<file path="src/logic/pwm_cmd_pkg.sv">
package pwm_cmd_pkg;

    // command opcodes carried in the top two bits of every command word
    typedef enum logic [1:0] {
        OP_MUL  = 2'd0,
        OP_MAC  = 2'd1,
        OP_SEED = 2'd2
    } opcode_e;

    // width of the tag that travels with an operation and comes back with its result
    localparam int TAG_W = 8;

    // compute view, the bits between opcode and tag are reserved and sent as zero
    typedef struct packed {
        opcode_e                op;
        logic [31-2-TAG_W:0]    rsvd;
        logic [TAG_W-1:0]       tag;
    } cmd_compute_s;

    // seed view, everything below the opcode is fresh seed material for the mask generator
    typedef struct packed {
        opcode_e        op;
        logic [29:0]    seed;
    } cmd_seed_s;

    // the opcode sits in the same place in both views so either one can be used to pick the view
    typedef union packed {
        cmd_compute_s   compute;
        cmd_seed_s      seed;
    } pwm_cmd_u;

endpackage

</file>
<file path="src/logic/pwm_arith_pkg.sv">
package pwm_arith_pkg;

    // share width, arithmetic is done modulo 2^DEFAULT_WIDTH
    localparam int DEFAULT_WIDTH = 24;

    // multiplier stages from issue to product shares, two is the minimum
    localparam int DEFAULT_MULT_LATENCY = 3;

    // result queue entries, also the limit on operations in flight
    localparam int DEFAULT_RES_DEPTH = 4;

    // mask words produced every cycle
    // words 0 and 1 refresh the multiplier cross terms and word 2 refreshes the adder output
    localparam int N_RND = 3;

endpackage

</file>
<file path="src/logic/pwm_ifs.sv">
`timescale 1ns/1ps

// operand or product shares moving down the pipeline, valid is a single-cycle pulse
interface pwm_share_if #(
    parameter int WIDTH = pwm_arith_pkg::DEFAULT_WIDTH
);
    logic                           valid;
    logic [WIDTH-1:0]               a0;
    logic [WIDTH-1:0]               a1;
    logic [WIDTH-1:0]               b0;
    logic [WIDTH-1:0]               b1;
    logic [WIDTH-1:0]               c0;
    logic [WIDTH-1:0]               c1;
    logic [pwm_cmd_pkg::TAG_W-1:0]  tag;

    modport src (output valid, a0, a1, b0, b1, c0, c1, tag);
    modport dst (input valid, a0, a1, b0, b1, c0, c1, tag);
endinterface

// finished result shares on their way into the result queue
interface pwm_result_if #(
    parameter int WIDTH = pwm_arith_pkg::DEFAULT_WIDTH
);
    logic                           valid;
    logic [WIDTH-1:0]               res0;
    logic [WIDTH-1:0]               res1;
    logic [pwm_cmd_pkg::TAG_W-1:0]  tag;

    modport src (output valid, res0, res1, tag);
    modport dst (input valid, res0, res1, tag);
endinterface

</file>
<file path="src/logic/pwm_decode.sv">
`timescale 1ns/1ps

module pwm_decode #(
    parameter int WIDTH     = pwm_arith_pkg::DEFAULT_WIDTH,
    parameter int RES_DEPTH = pwm_arith_pkg::DEFAULT_RES_DEPTH
) (
    input  logic                clk,
    input  logic                rst,
    input  logic                cmd_req,
    output logic                cmd_ack,
    input  logic [31:0]         cmd_word,
    input  logic [WIDTH-1:0]    u0,
    input  logic [WIDTH-1:0]    u1,
    input  logic [WIDTH-1:0]    v0,
    input  logic [WIDTH-1:0]    v1,
    input  logic [WIDTH-1:0]    w0,
    input  logic [WIDTH-1:0]    w1,
    input  logic                res_pop,
    output logic                seed_load,
    output logic [29:0]         seed,
    pwm_share_if.src            issue
);
    localparam int CNT_W = $clog2(RES_DEPTH + 1);
    localparam logic [CNT_W-1:0] FULL = CNT_W'(RES_DEPTH);

    pwm_cmd_pkg::pwm_cmd_u  cmd;
    logic                   is_seed;
    logic                   is_mac;
    logic                   is_compute;
    logic                   accept;
    logic                   issue_fire;
    logic [CNT_W-1:0]       in_flight;

    assign cmd = cmd_word;

    // the opcode is read through the seed view for reseeding and through the compute view otherwise
    assign is_seed    = cmd.seed.op == pwm_cmd_pkg::OP_SEED;
    assign is_mac     = cmd.compute.op == pwm_cmd_pkg::OP_MAC;
    assign is_compute = is_mac || (cmd.compute.op == pwm_cmd_pkg::OP_MUL);

    // a new request is only ever seen while ack is low, since ack falls after req has fallen
    // compute commands wait for a free result slot, anything else is taken at once
    // an unused opcode is acknowledged and simply dropped
    assign accept     = cmd_req && !cmd_ack && (!is_compute || in_flight != FULL);
    assign issue_fire = accept && is_compute;

    always_ff @(posedge clk) begin
        if (rst) begin
            cmd_ack     <= 1'b0;
            issue.valid <= 1'b0;
            seed_load   <= 1'b0;
            in_flight   <= '0;
        end else begin
            // the issue pulse and the rising ack share the same edge
            issue.valid <= issue_fire;
            seed_load   <= accept && is_seed;
            if (accept) begin
                cmd_ack <= 1'b1;
            end else if (cmd_ack && !cmd_req) begin
                cmd_ack <= 1'b0;
            end
            // one slot per operation from issue until the queue gives its entry away
            case ({issue_fire, res_pop})
                2'b10:   in_flight <= in_flight + 1'b1;
                2'b01:   in_flight <= in_flight - 1'b1;
                default: in_flight <= in_flight;
            endcase
        end
    end

    // operand shares are captured with the command, w is forced to zero for a plain multiply
    always_ff @(posedge clk) begin
        if (issue_fire) begin
            issue.a0  <= u0;
            issue.a1  <= u1;
            issue.b0  <= v0;
            issue.b1  <= v1;
            issue.c0  <= is_mac ? w0 : '0;
            issue.c1  <= is_mac ? w1 : '0;
            issue.tag <= cmd.compute.tag;
        end
        if (accept && is_seed) begin
            seed <= cmd.seed.seed;
        end
    end

endmodule

</file>
<file path="src/logic/mask_rng.sv">
`timescale 1ns/1ps

module mask_rng #(
    parameter int WIDTH = pwm_arith_pkg::DEFAULT_WIDTH
) (
    input  logic                                        clk,
    input  logic                                        rst,
    input  logic                                        seed_load,
    input  logic [29:0]                                 seed,
    output logic [pwm_arith_pkg::N_RND-1:0][WIDTH-1:0]  rnd
);
    localparam int N_BITS = pwm_arith_pkg::N_RND * WIDTH;

    // x^32 + x^22 + x^2 + x + 1 in right-shifting Galois form
    localparam logic [31:0] TAPS        = 32'h8020_0003;
    localparam logic [31:0] RESET_STATE = 32'h1d87_2b41;

    logic [31:0]        state;
    logic [31:0]        state_next;
    logic [N_BITS-1:0]  keystream;

    function automatic logic [31:0] lfsr_step(input logic [31:0] s);
        return (s >> 1) ^ ({32{s[0]}} & TAPS);
    endfunction

    // one output bit per step, so every mask bit in a cycle comes from a distinct step
    // the whole chain is linear and flattens into an XOR network
    always_comb begin
        logic [31:0] s;
        s = state;
        for (int i = 0; i < N_BITS; i++) begin
            keystream[i] = s[0];
            s = lfsr_step(s);
        end
        state_next = s;
    end

    assign rnd = keystream;

    always_ff @(posedge clk) begin
        if (rst) begin
            state <= RESET_STATE;
        end else if (seed_load) begin
            // bit 0 is forced high so a loaded seed can never lock the register at zero
            state <= {2'b00, seed[29:1], 1'b1};
        end else begin
            state <= state_next;
        end
    end

endmodule

</file>
<file path="src/logic/masked_mult.sv">
`timescale 1ns/1ps

module masked_mult #(
    parameter int WIDTH        = pwm_arith_pkg::DEFAULT_WIDTH,
    parameter int MULT_LATENCY = pwm_arith_pkg::DEFAULT_MULT_LATENCY
) (
    input  logic                    clk,
    input  logic                    rst,
    input  logic [1:0][WIDTH-1:0]   rnd,
    pwm_share_if.dst                op_in,
    pwm_share_if.src                op_out
);
    localparam int TAG_W = pwm_cmd_pkg::TAG_W;

    // stage 1 holds the four partial-product groups and the w shares beside them
    logic [WIDTH-1:0]   g00;
    logic [WIDTH-1:0]   g01;
    logic [WIDTH-1:0]   g10;
    logic [WIDTH-1:0]   g11;
    logic [WIDTH-1:0]   w0_s1;
    logic [WIDTH-1:0]   w1_s1;
    logic [TAG_W-1:0]   tag_s1;

    // stage 2 onward, index k is the register at the end of stage k
    logic [WIDTH-1:0]   p0_q  [2:MULT_LATENCY];
    logic [WIDTH-1:0]   p1_q  [2:MULT_LATENCY];
    logic [WIDTH-1:0]   x0_q  [2:MULT_LATENCY];
    logic [WIDTH-1:0]   x1_q  [2:MULT_LATENCY];
    logic [WIDTH-1:0]   c0_q  [2:MULT_LATENCY];
    logic [WIDTH-1:0]   c1_q  [2:MULT_LATENCY];
    logic [TAG_W-1:0]   tag_q [2:MULT_LATENCY];
    logic [MULT_LATENCY:1] vld_q;

    always_ff @(posedge clk) begin
        // each share keeps its own product, the two cross terms are hidden under fresh masks
        // r0 moves from group 00 to group 01 and r1 from group 11 to group 10
        g00    <= op_in.a0 * op_in.b0 - rnd[0];
        g01    <= op_in.a0 * op_in.b1 + rnd[0];
        g10    <= op_in.a1 * op_in.b0 + rnd[1];
        g11    <= op_in.a1 * op_in.b1 - rnd[1];
        w0_s1  <= op_in.c0;
        w1_s1  <= op_in.c1;
        tag_s1 <= op_in.tag;

        // fold the groups so that no share ever combines two unmasked cross terms
        p0_q[2]  <= g00 + g10;
        p1_q[2]  <= g11 + g01;
        x0_q[2]  <= g01;
        x1_q[2]  <= g10;
        c0_q[2]  <= w0_s1;
        c1_q[2]  <= w1_s1;
        tag_q[2] <= tag_s1;

        // remaining stages only delay, this loop is empty when MULT_LATENCY is 2
        for (int k = 3; k <= MULT_LATENCY; k++) begin
            p0_q[k]  <= p0_q[k-1];
            p1_q[k]  <= p1_q[k-1];
            x0_q[k]  <= x0_q[k-1];
            x1_q[k]  <= x1_q[k-1];
            c0_q[k]  <= c0_q[k-1];
            c1_q[k]  <= c1_q[k-1];
            tag_q[k] <= tag_q[k-1];
        end
    end

    always_ff @(posedge clk) begin
        if (rst) begin
            vld_q <= '0;
        end else begin
            vld_q <= {vld_q[MULT_LATENCY-1:1], op_in.valid};
        end
    end

    assign op_out.valid = vld_q[MULT_LATENCY];
    assign op_out.a0    = p0_q[MULT_LATENCY];
    assign op_out.a1    = p1_q[MULT_LATENCY];
    // the adder ignores b, it carries the masked cross groups for observation
    assign op_out.b0    = x0_q[MULT_LATENCY];
    assign op_out.b1    = x1_q[MULT_LATENCY];
    assign op_out.c0    = c0_q[MULT_LATENCY];
    assign op_out.c1    = c1_q[MULT_LATENCY];
    assign op_out.tag   = tag_q[MULT_LATENCY];

endmodule

</file>
<file path="src/logic/masked_add.sv">
`timescale 1ns/1ps

module masked_add #(
    parameter int WIDTH = pwm_arith_pkg::DEFAULT_WIDTH
) (
    input  logic                clk,
    input  logic                rst,
    input  logic [WIDTH-1:0]    rnd,
    pwm_share_if.dst            prod,
    pwm_result_if.src           res
);

    always_ff @(posedge clk) begin
        if (rst) begin
            res.valid <= 1'b0;
        end else begin
            res.valid <= prod.valid;
        end
    end

    // shares are summed one by one and never recombined
    // the mask enters share 0 and leaves share 1, so the result pair is fresh but sums the same
    always_ff @(posedge clk) begin
        res.res0 <= prod.a0 + prod.c0 + rnd;
        res.res1 <= prod.a1 + prod.c1 - rnd;
        res.tag  <= prod.tag;
    end

endmodule

</file>
<file path="src/logic/pwm_result.sv">
`timescale 1ns/1ps

module pwm_result #(
    parameter int WIDTH     = pwm_arith_pkg::DEFAULT_WIDTH,
    parameter int RES_DEPTH = pwm_arith_pkg::DEFAULT_RES_DEPTH
) (
    input  logic                            clk,
    input  logic                            rst,
    pwm_result_if.dst                       res_in,
    output logic                            res_req,
    input  logic                            res_ack,
    output logic [WIDTH-1:0]                res0,
    output logic [WIDTH-1:0]                res1,
    output logic [pwm_cmd_pkg::TAG_W-1:0]   res_tag,
    output logic                            res_pop
);
    localparam int PTR_W = (RES_DEPTH > 1) ? $clog2(RES_DEPTH) : 1;
    localparam int CNT_W = $clog2(RES_DEPTH + 1);
    localparam logic [PTR_W-1:0] LAST = PTR_W'(RES_DEPTH - 1);

    typedef enum logic [1:0] {
        S_IDLE,
        S_REQ,
        S_RELEASE
    } state_e;

    logic [WIDTH-1:0]               q0   [RES_DEPTH];
    logic [WIDTH-1:0]               q1   [RES_DEPTH];
    logic [pwm_cmd_pkg::TAG_W-1:0]  qtag [RES_DEPTH];
    logic [PTR_W-1:0]               wr_ptr;
    logic [PTR_W-1:0]               rd_ptr;
    logic [CNT_W-1:0]               q_cnt;
    state_e                         state;

    // the head entry stays put for as long as the request is up
    assign res0    = q0[rd_ptr];
    assign res1    = q1[rd_ptr];
    assign res_tag = qtag[rd_ptr];
    assign res_req = state == S_REQ;
    assign res_pop = (state == S_REQ) && res_ack;

    // no full check here, the decoder never lets more than RES_DEPTH operations in flight
    always_ff @(posedge clk) begin
        if (res_in.valid) begin
            q0[wr_ptr]   <= res_in.res0;
            q1[wr_ptr]   <= res_in.res1;
            qtag[wr_ptr] <= res_in.tag;
        end
    end

    always_ff @(posedge clk) begin
        if (rst) begin
            wr_ptr <= '0;
            rd_ptr <= '0;
            q_cnt  <= '0;
            state  <= S_IDLE;
        end else begin
            if (res_in.valid) begin
                wr_ptr <= (wr_ptr == LAST) ? '0 : wr_ptr + 1'b1;
            end
            if (res_pop) begin
                rd_ptr <= (rd_ptr == LAST) ? '0 : rd_ptr + 1'b1;
            end
            case ({res_in.valid, res_pop})
                2'b10:   q_cnt <= q_cnt + 1'b1;
                2'b01:   q_cnt <= q_cnt - 1'b1;
                default: q_cnt <= q_cnt;
            endcase
            case (state)
                // an entry being written this cycle is already the head in the next one
                S_IDLE: if (q_cnt != '0 || res_in.valid) state <= S_REQ;
                S_REQ: if (res_ack) state <= S_RELEASE;
                // the next request waits for the slave to drop its ack
                S_RELEASE: if (!res_ack) state <= S_IDLE;
                default: state <= S_IDLE;
            endcase
        end
    end

endmodule

</file>
<file path="src/logic/masked_pwm_top.sv">
`timescale 1ns/1ps

module masked_pwm_top #(
    parameter int WIDTH        = pwm_arith_pkg::DEFAULT_WIDTH,
    parameter int MULT_LATENCY = pwm_arith_pkg::DEFAULT_MULT_LATENCY,
    parameter int RES_DEPTH    = pwm_arith_pkg::DEFAULT_RES_DEPTH
) (
    input  logic                            clk,
    input  logic                            rst,
    input  logic                            cmd_req,
    output logic                            cmd_ack,
    input  logic [31:0]                     cmd_word,
    input  logic [WIDTH-1:0]                u0,
    input  logic [WIDTH-1:0]                u1,
    input  logic [WIDTH-1:0]                v0,
    input  logic [WIDTH-1:0]                v1,
    input  logic [WIDTH-1:0]                w0,
    input  logic [WIDTH-1:0]                w1,
    output logic                            res_req,
    input  logic                            res_ack,
    output logic [WIDTH-1:0]                res0,
    output logic [WIDTH-1:0]                res1,
    output logic [pwm_cmd_pkg::TAG_W-1:0]   res_tag
);
    logic [pwm_arith_pkg::N_RND-1:0][WIDTH-1:0] rnd;
    logic                                       seed_load;
    logic [29:0]                                seed;
    logic                                       res_pop;

    pwm_share_if  #(.WIDTH(WIDTH)) issue_bus ();
    pwm_share_if  #(.WIDTH(WIDTH)) prod_bus ();
    pwm_result_if #(.WIDTH(WIDTH)) result_bus ();

    // command slave, back-pressure and issue
    pwm_decode #(
        .WIDTH     (WIDTH),
        .RES_DEPTH (RES_DEPTH)
    ) u_pwm_decode (
        .clk       (clk),
        .rst       (rst),
        .cmd_req   (cmd_req),
        .cmd_ack   (cmd_ack),
        .cmd_word  (cmd_word),
        .u0        (u0),
        .u1        (u1),
        .v0        (v0),
        .v1        (v1),
        .w0        (w0),
        .w1        (w1),
        .res_pop   (res_pop),
        .seed_load (seed_load),
        .seed      (seed),
        .issue     (issue_bus.src)
    );

    mask_rng #(
        .WIDTH (WIDTH)
    ) u_mask_rng (
        .clk       (clk),
        .rst       (rst),
        .seed_load (seed_load),
        .seed      (seed),
        .rnd       (rnd)
    );

    // mask words 0 and 1 go to the multiplier and word 2 to the adder
    masked_mult #(
        .WIDTH        (WIDTH),
        .MULT_LATENCY (MULT_LATENCY)
    ) u_masked_mult (
        .clk    (clk),
        .rst    (rst),
        .rnd    (rnd[1:0]),
        .op_in  (issue_bus.dst),
        .op_out (prod_bus.src)
    );

    masked_add #(
        .WIDTH (WIDTH)
    ) u_masked_add (
        .clk  (clk),
        .rst  (rst),
        .rnd  (rnd[2]),
        .prod (prod_bus.dst),
        .res  (result_bus.src)
    );

    pwm_result #(
        .WIDTH     (WIDTH),
        .RES_DEPTH (RES_DEPTH)
    ) u_pwm_result (
        .clk     (clk),
        .rst     (rst),
        .res_in  (result_bus.dst),
        .res_req (res_req),
        .res_ack (res_ack),
        .res0    (res0),
        .res1    (res1),
        .res_tag (res_tag),
        .res_pop (res_pop)
    );

endmodule

</file>
<file path="config.mk">
export PLATFORM = sky130hd
export DESIGN_NAME = masked_pwm_top
export DESIGN_NICKNAME = d
export VERILOG_FILES = /design/src/logic/pwm_cmd_pkg.sv /design/src/logic/pwm_arith_pkg.sv /design/src/logic/pwm_ifs.sv /design/src/logic/pwm_decode.sv /design/src/logic/mask_rng.sv /design/src/logic/masked_mult.sv /design/src/logic/masked_add.sv /design/src/logic/pwm_result.sv /design/src/logic/masked_pwm_top.sv
export SDC_FILE = /design/constraint.sdc
export NUM_CORES = 2
export LEC_CHECK = 0
export ABC_AREA = 1
export BUFFER_PORTS_ARGS = -buffer_cell sky130_fd_sc_hd__buf_2
export CORE_MARGIN = 2
export CORE_UTILIZATION = 52
export CTS_CLUSTER_DIAMETER = 150
export CTS_CLUSTER_SIZE = 10
export DETAILED_ROUTE_END_ITERATION = 12
export HOLD_SLACK_MARGIN = 0.03
export PLACE_DENSITY = 0.76
export SYNTH_ARGS = -nofsm -noshare
export SYNTH_HDL_FRONTEND = slang
export SYNTH_SLANG_ARGS = --single-unit
</file>
<file path="constraint.sdc">
create_clock -name clk -period 24.5 [get_ports clk]
set_clock_uncertainty 0.05 [all_clocks]
set_input_delay 0 -clock clk [delete_from_list [all_inputs] [get_ports clk]]
set_output_delay 0 -clock clk [all_outputs]
set_load 0.005 [all_outputs]
</file>
After elaboration in Yosys (flattened, before gate mapping). Memories as Yosys holds them, arrays and structs flattened. A register that Yosys moved wholly into a read port is not among the register bits. Cells that the tools add are included.

Div/mod/pow operators: 0. Shift-type cells: 0. Equal/unequal tests: 14. Muxes and demuxes: 19. Bitwise operators: 72. Order comparisons: 0. Reductions and logical operators: 20. Multiply operators: 4. Add/subtract/negate cells: 16.

Operators by type and width (number): 31-bit by 32-bit bitwise XOR with 32-bit output (72); 24-bit adder (7); 24-bit by 24-bit multiplier with 24-bit output (4); 24-bit subtractor (3); 30-bit 2-to-1 mux (1); 2-bit 2-to-1 mux (11); 2-bit == test (second input constant) (6); 3-bit case mux with 2 select lines (2); 2-bit by 1-bit == test with 1-bit output (second input constant) (4); 3-bit by 1-bit adder with 3-bit output (second input constant) (2); 1-bit logical AND (6); 2-bit case mux with 3 select lines (1); 2-bit nonzero test (3); 3-bit by 1-bit subtractor with 3-bit output (second input constant) (2); 2-bit by 1-bit adder with 2-bit output (second input constant) (2); 2-bit logical NOT (2); 1-bit 2-to-1 mux (4); 2-bit by 1-bit inequality test with 1-bit output (second input constant) (2); 1-bit logical NOT (3); 1-bit logical OR (3); 3-bit inequality test (second input constant) (1); 3-bit AND reduction (1); 3-bit nonzero test (1); 2-bit inequality test (second input constant) (1); 2-bit OR reduction (1).

Latch bits: 0. Bits of input ports: 180. Register bits: 433. Logic and storage cells: 182. Memories kept: 8. RAM bits: 432. Output and inout bits: 58. Bits in read-only memories: 0.

Memories: u_pwm_result.q0 (depth 4, width 24, rd ports 1, clocked after Yosys merged registers in 1, write ports 1, RTL line pwm_result.sv:27) `logic [WIDTH-1:0] q0 [RES_DEPTH];`; u_pwm_result.q1 (depth 4, width 24, rd ports 1, clocked after Yosys merged registers in 1, write ports 1, RTL line pwm_result.sv:28) `logic [WIDTH-1:0] q1 [RES_DEPTH];`; u_masked_mult.c0_q (depth 2, width 24, rd ports 2, clocked after Yosys merged registers in 0, write ports 2, RTL line masked_mult.sv:29) `logic [WIDTH-1:0] c0_q [2:MULT_LATENCY];`; u_masked_mult.c1_q (depth 2, width 24, rd ports 2, clocked after Yosys merged registers in 0, write ports 2, RTL line masked_mult.sv:30) `logic [WIDTH-1:0] c1_q [2:MULT_LATENCY];`; u_masked_mult.p0_q (depth 2, width 24, rd ports 2, clocked after Yosys merged registers in 0, write ports 2, RTL line masked_mult.sv:25) `logic [WIDTH-1:0] p0_q [2:MULT_LATENCY];`; u_masked_mult.p1_q (depth 2, width 24, rd ports 2, clocked after Yosys merged registers in 0, write ports 2, RTL line masked_mult.sv:26) `logic [WIDTH-1:0] p1_q [2:MULT_LATENCY];`; +2 memories.

Logic depth before layout (Yosys ltp).
Depth in word-level cells: 73. Gate-level depth with buffers: 138. Gate-level depth less buffers: 137.

Hierarchy. Synthesis repeated with hierarchy kept, for this count alone.

Cell total of the unflattened synthesis: 9025. Area, all modules: 79392.4 µm².

By module, submodules not included: masked_mult (seq. area each 9188.8 µm², area each 53262.3 µm², times used 1, cells an instance 6480); pwm_result (seq. area each 6946.7 µm², area each 9205.1 µm², times used 1, cells an instance 615); pwm_decode (seq. area each 5585.4 µm², area each 6343.6 µm², times used 1, cells an instance 327); masked_add (seq. area each 1141.1 µm², area each 5824.3 µm², times used 1, cells an instance 896); mask_rng (seq. area each 640.6 µm², area each 4757.1 µm², times used 1, cells an instance 707).

Worst setup path before layout. OpenSTA, ideal clock, no wires.

Path kind: reg-to-reg. From: register u_mask_rng.state[0]. To: register u_masked_add.res.res0[23]. Clock period less this slack: 12991 ps. Buffers on the path: 1. Path slack: 11509 ps. Setup time: 72 ps. Data required time: 24378 ps. Arrival time: 12869 ps. Cell stages (with the launch flop): 120. Cell sequence: dfxtp_1 inv_2 ha_1 buf_6 inv_2 nand2_1 nand3_2 nand3_2 nand2_4 nand2_1 nand3_1 nand2_2 inv_1 nand3_1 nand2_2 nand2_1 nand3_2 nand2_2 (+84 left out) nand2_2 nand2_2 nand2_4 nand2_4 nand2_4 xor2_4 nand2_1 nand2_2 xor2_1 inv_1 ha_1 ha_1 a21oi_1 nor2_1 nor2_1 xnor2_1 xor2_1 xor2_1.

Longest elaborated chain between the ends: 72.

RTL lines: from (decl) (RTL line mask_rng.sv:18) `logic [31:0] state;`; from (signal assigned) (RTL line mask_rng.sv:45) `state <= {2'b00, seed[29:1], 1'b1};`; from (signal assigned) (RTL line mask_rng.sv:47) `state <= state_next;`; 31-bit by 32-bit bitwise XOR with 32-bit output (*) (48 in a row) (RTL line mask_rng.sv:23) `return (s >> 1) ^ ({32{s[0]}} & TAPS);`; 31-bit by 32-bit bitwise XOR with 32-bit output (23 in a row) (RTL line mask_rng.sv:23); 24-bit adder (*) (RTL line masked_add.sv:24) `res.res0 <= prod.a0 + prod.c0 + rnd;`; to (signal assigned) (RTL line masked_add.sv:24); to (decl) (RTL line pwm_ifs.sv:29) `modport src (output valid, res0, res1, tag);`.

Every way passes the cells marked *; elsewhere a longest branch is shown, timed or not. A chain may end at the register's enable or synchronous reset.

Final worst setup path. Same ends and word-level chain as after synthesis.

==> results.sh <==
export IMPL_critPathTopFamily="simple AND/OR/NAND/NOR gates"
export IMPL_crit_fanout=9
export IMPL_endpoint_kind="flip-flop"
export IMPL_synth_top_area_share_pct=26.0
export IMPL_worstPathArrival_ps=16780
export IMPL_dp_hpwl_um=159000
export IMPL_cp_depth=116
export IMPL_first_global_vias=57600
export IMPL_ys_ff_latch=874
export IMPL_grt_max_degree=113
export IMPL_synthDistinctLibCells=53
export IMPL_antenna_found_initial=12
export IMPL_maxCapViolations=0
export IMPL_status="finished clean"
export IMPL_rrSetupSlack_ps=8300
export IMPL_cts_buffer_depth=3
export IMPL_cts_setup_buffers=0
export IMPL_rows=136
export IMPL_fmax_mhz=61.7
export IMPL_cts_hold_buf=309
export IMPL_drv_slew=0
export IMPL_pin_count=238
export IMPL_die_w_um=377
export IMPL_wl_met1_um=80000
export IMPL_worstSkewPairLatency_ps=730
export IMPL_grt_pass1_wl_um=334000
export IMPL_hold_path_depth=4
export IMPL_avgSynthCellArea_um2=9.36
export IMPL_wl_per_cell_um=21.8
export IMPL_wl_met2_um=103000
export IMPL_place_gp_congestion=0.959
export IMPL_io_buffer_count=237
export IMPL_synthTopCellsByCount="inv_1 (1789), nand2_1 (1528), fa_1 (941)"
export IMPL_ys_warn_count=0
export IMPL_cts_resized=0
export IMPL_ant_nets=0
export IMPL_wl_met3_um=16300
export IMPL_syn2layout_area_growth_pct=12.3
export IMPL_fp_coreArea_um2=138000
export IMPL_cts_sinks=874
export IMPL_htree_levels=3
export IMPL_start_util_pct=52.5
export IMPL_drive_above_1_share_pct=9.05
export IMPL_synth_edf_count=405
export IMPL_yosysTopAreaCell="fa_1"
export IMPL_startpoint_type="flip-flop"
export IMPL_synth_async_sr_flop_share_pct=0
export IMPL_netlist_area_um2=72400
export IMPL_clk_pin_slew_ps=60
export IMPL_grt_usage_pct=31.4
export IMPL_min_from="w0[5]"
export IMPL_min_path_type="input pin to flip-flop"
export IMPL_die_area_um2=142000
export IMPL_grt_ovfl_total=0
export IMPL_critical_path_class="flip-flop to flip-flop"
export IMPL_vias_per_cell=5.35
export IMPL_worst_pin_slew_ps=1120
export IMPL_cts_root_buf="clkbuf_16"
export IMPL_final_hold_violation_count=0
export IMPL_post_route_period_util_pct=66.1
export IMPL_setup_viol=0
export IMPL_routed_wl_um=219000
export IMPL_synth_fp_nets=9361
export IMPL_rsz0062_at_grt="false"
export IMPL_slowest_stage="dfxtp_1"
export IMPL_rr_worst_depth=116
export IMPL_fin_nets=9792
export IMPL_setup_tns_ps=0
export IMPL_die_height_um=377
export IMPL_max_slew_margin_rel_pct=25.5
export IMPL_synth_ff_type="dfxtp_1"
export IMPL_cts_tree="yes"
export IMPL_worstPathRequired_ps=25080
export IMPL_netlist_instances=7730
export IMPL_drc_errors=0
export IMPL_drt_pass1_iterations=6
export IMPL_reg2reg_to="u_masked_add.res.res0[23]"
export IMPL_dr_total_vias=53700
export IMPL_path_buf_inv=10
export IMPL_drtIter0Drc=4290
export IMPL_numCtsBuffers=97
export IMPL_topRoutingLayerUsed="met5"
export IMPL_seq_area_frac_synth_pct=29.8
export IMPL_synth_area_leaders="fa_1 (26%), edfxtp_1 (17%), dfxtp_1 (13%), inv_1 (9.3%), ha_1 (8.8%)"
export IMPL_holdPathEnd="u_pwm_decode.issue.c0[5]"
export IMPL_fin_crit_ps=16200
export IMPL_worstReg2RegStart="u_mask_rng.state[0]"
export IMPL_crit_top_cell="nand2_2"
export IMPL_yosysMostFrequentCell="inv_1"
export IMPL_max_stage_delay_ps=500
==> worst max path at each step <==
stage	start	endpoint	slack (ps)
global route	u_mask_rng.state[0]	u_masked_add.res.res0[23]	6920
detailed placement	u_mask_rng.state[0]	u_masked_add.res.res0[23]	8490
floorplan	u_mask_rng.state[0]	u_masked_add.res.res0[23]	11510
CTS	u_mask_rng.state[0]	u_masked_add.res.res0[23]	8420
finish	u_mask_rng.state[0]	u_masked_add.res.res0[23]	8300
global placement	u_mask_rng.state[0]	u_masked_add.res.res0[23]	9000
==> per-layer routing <==
layer / global-route usage, % / vias to the layer above
met5: 0 / -
met4: 23.8 / 2
met3: 5.02 / 739
met2: 52.1 / 2604
met1: 36.7 / 26400
li1: - / 24000
==> worst reg2reg max path: cells and delay by family, from the launching register on <==
family                     cells  cell delay (ps)
buffers and inverters         10             1250
xor gates and xnor gates       9             2260
adders and majority gates      4             1400
AOI/OAI and AO/OA              1              170
and+or+nand+nor               92            10520
DFF                            1              500
==> state kept, by name, summed over array words and instances, names as in the netlist, 29 cells and up, named ones only <==
register,cells
u_masked_mult.c0_q,48
u_pwm_result.q1,96
u_pwm_result.qtag,32
u_mask_rng.state,32
u_pwm_result.q0,96
u_masked_mult.c1_q,48
u_pwm_decode.seed,29
u_masked_mult.p1_q,48
u_masked_mult.p0_q,48
==> cell families (layout without fill, tap and decap cells) <==
family | after synthesis | count (layout) | share of synthesized area [%]
compound gates | 540 | 540 | 4.20
xor+xnor | 500 | 500 | 6.25
fa+ha+maj | 1451 | 1451 | 34.8
buf+inv | 2108 | 2601 | 11.0
flops | 874 | 874 | 29.8
other cells | 0 | 15 | 0
simple gates | 2257 | 2257 | 14.0
==> metrics by stage <==
stage	hold WS, ps	instances	setup WS [ps]	util [%]	instance area [um^2]
2_1_floorplan	28.0	7730	11510	-	72400
3_3_place_gp	126	9547	9000	54.7	75300
3_5_place_dp	128	9547	8490	54.7	75300
4_1_cts	43.3	10000	8420	58.9	81200
5_1_grt	84.5	10000	6920	58.9	81200
6_report	94.9	10000	8300	58.9	81200
==> cell type report <==
| cell class | instances | area, um^2 |
|---|---|---|
| multi-input combinational | 4748 | 42900 |
| timing repair buffer | 632 | 4920 |
| inverter | 1808 | 6800 |
| tap | 1794 | 2240 |
| fill | 11200 | 56600 |
| sequential | 874 | 21600 |
| clock inverter | 6 | 116 |
| antenna | 15 | 37.5 |
| clock buffer | 155 | 2670 |
==> placed cells by master (no fill, tap or decap), types with 11 or more instances in the layout <==
master and instances:
inv_1 1782, nand2_1 1527, fa_1 941, ha_1 510, dfxtp_1 468, edfxtp_1 405
xor2_1 325, dlygate4sd3_1 309, buf_2 237, nor2_1 230, nand3_1 208, a21oi_1 193
o21ai_0 188, xnor2_1 165, nand2_2 148, clkbuf_16 97, buf_4 86, nand2_4 59
o22ai_1 56, clkbuf_1 56, nand3_2 48, o21bai_1 27, a21o_1 25, inv_2 22
diode_2 15, nand3_4 11
Power is not shown: default switching activity piles up to over one toggle a cycle in this logic, so the estimate is an artifact.
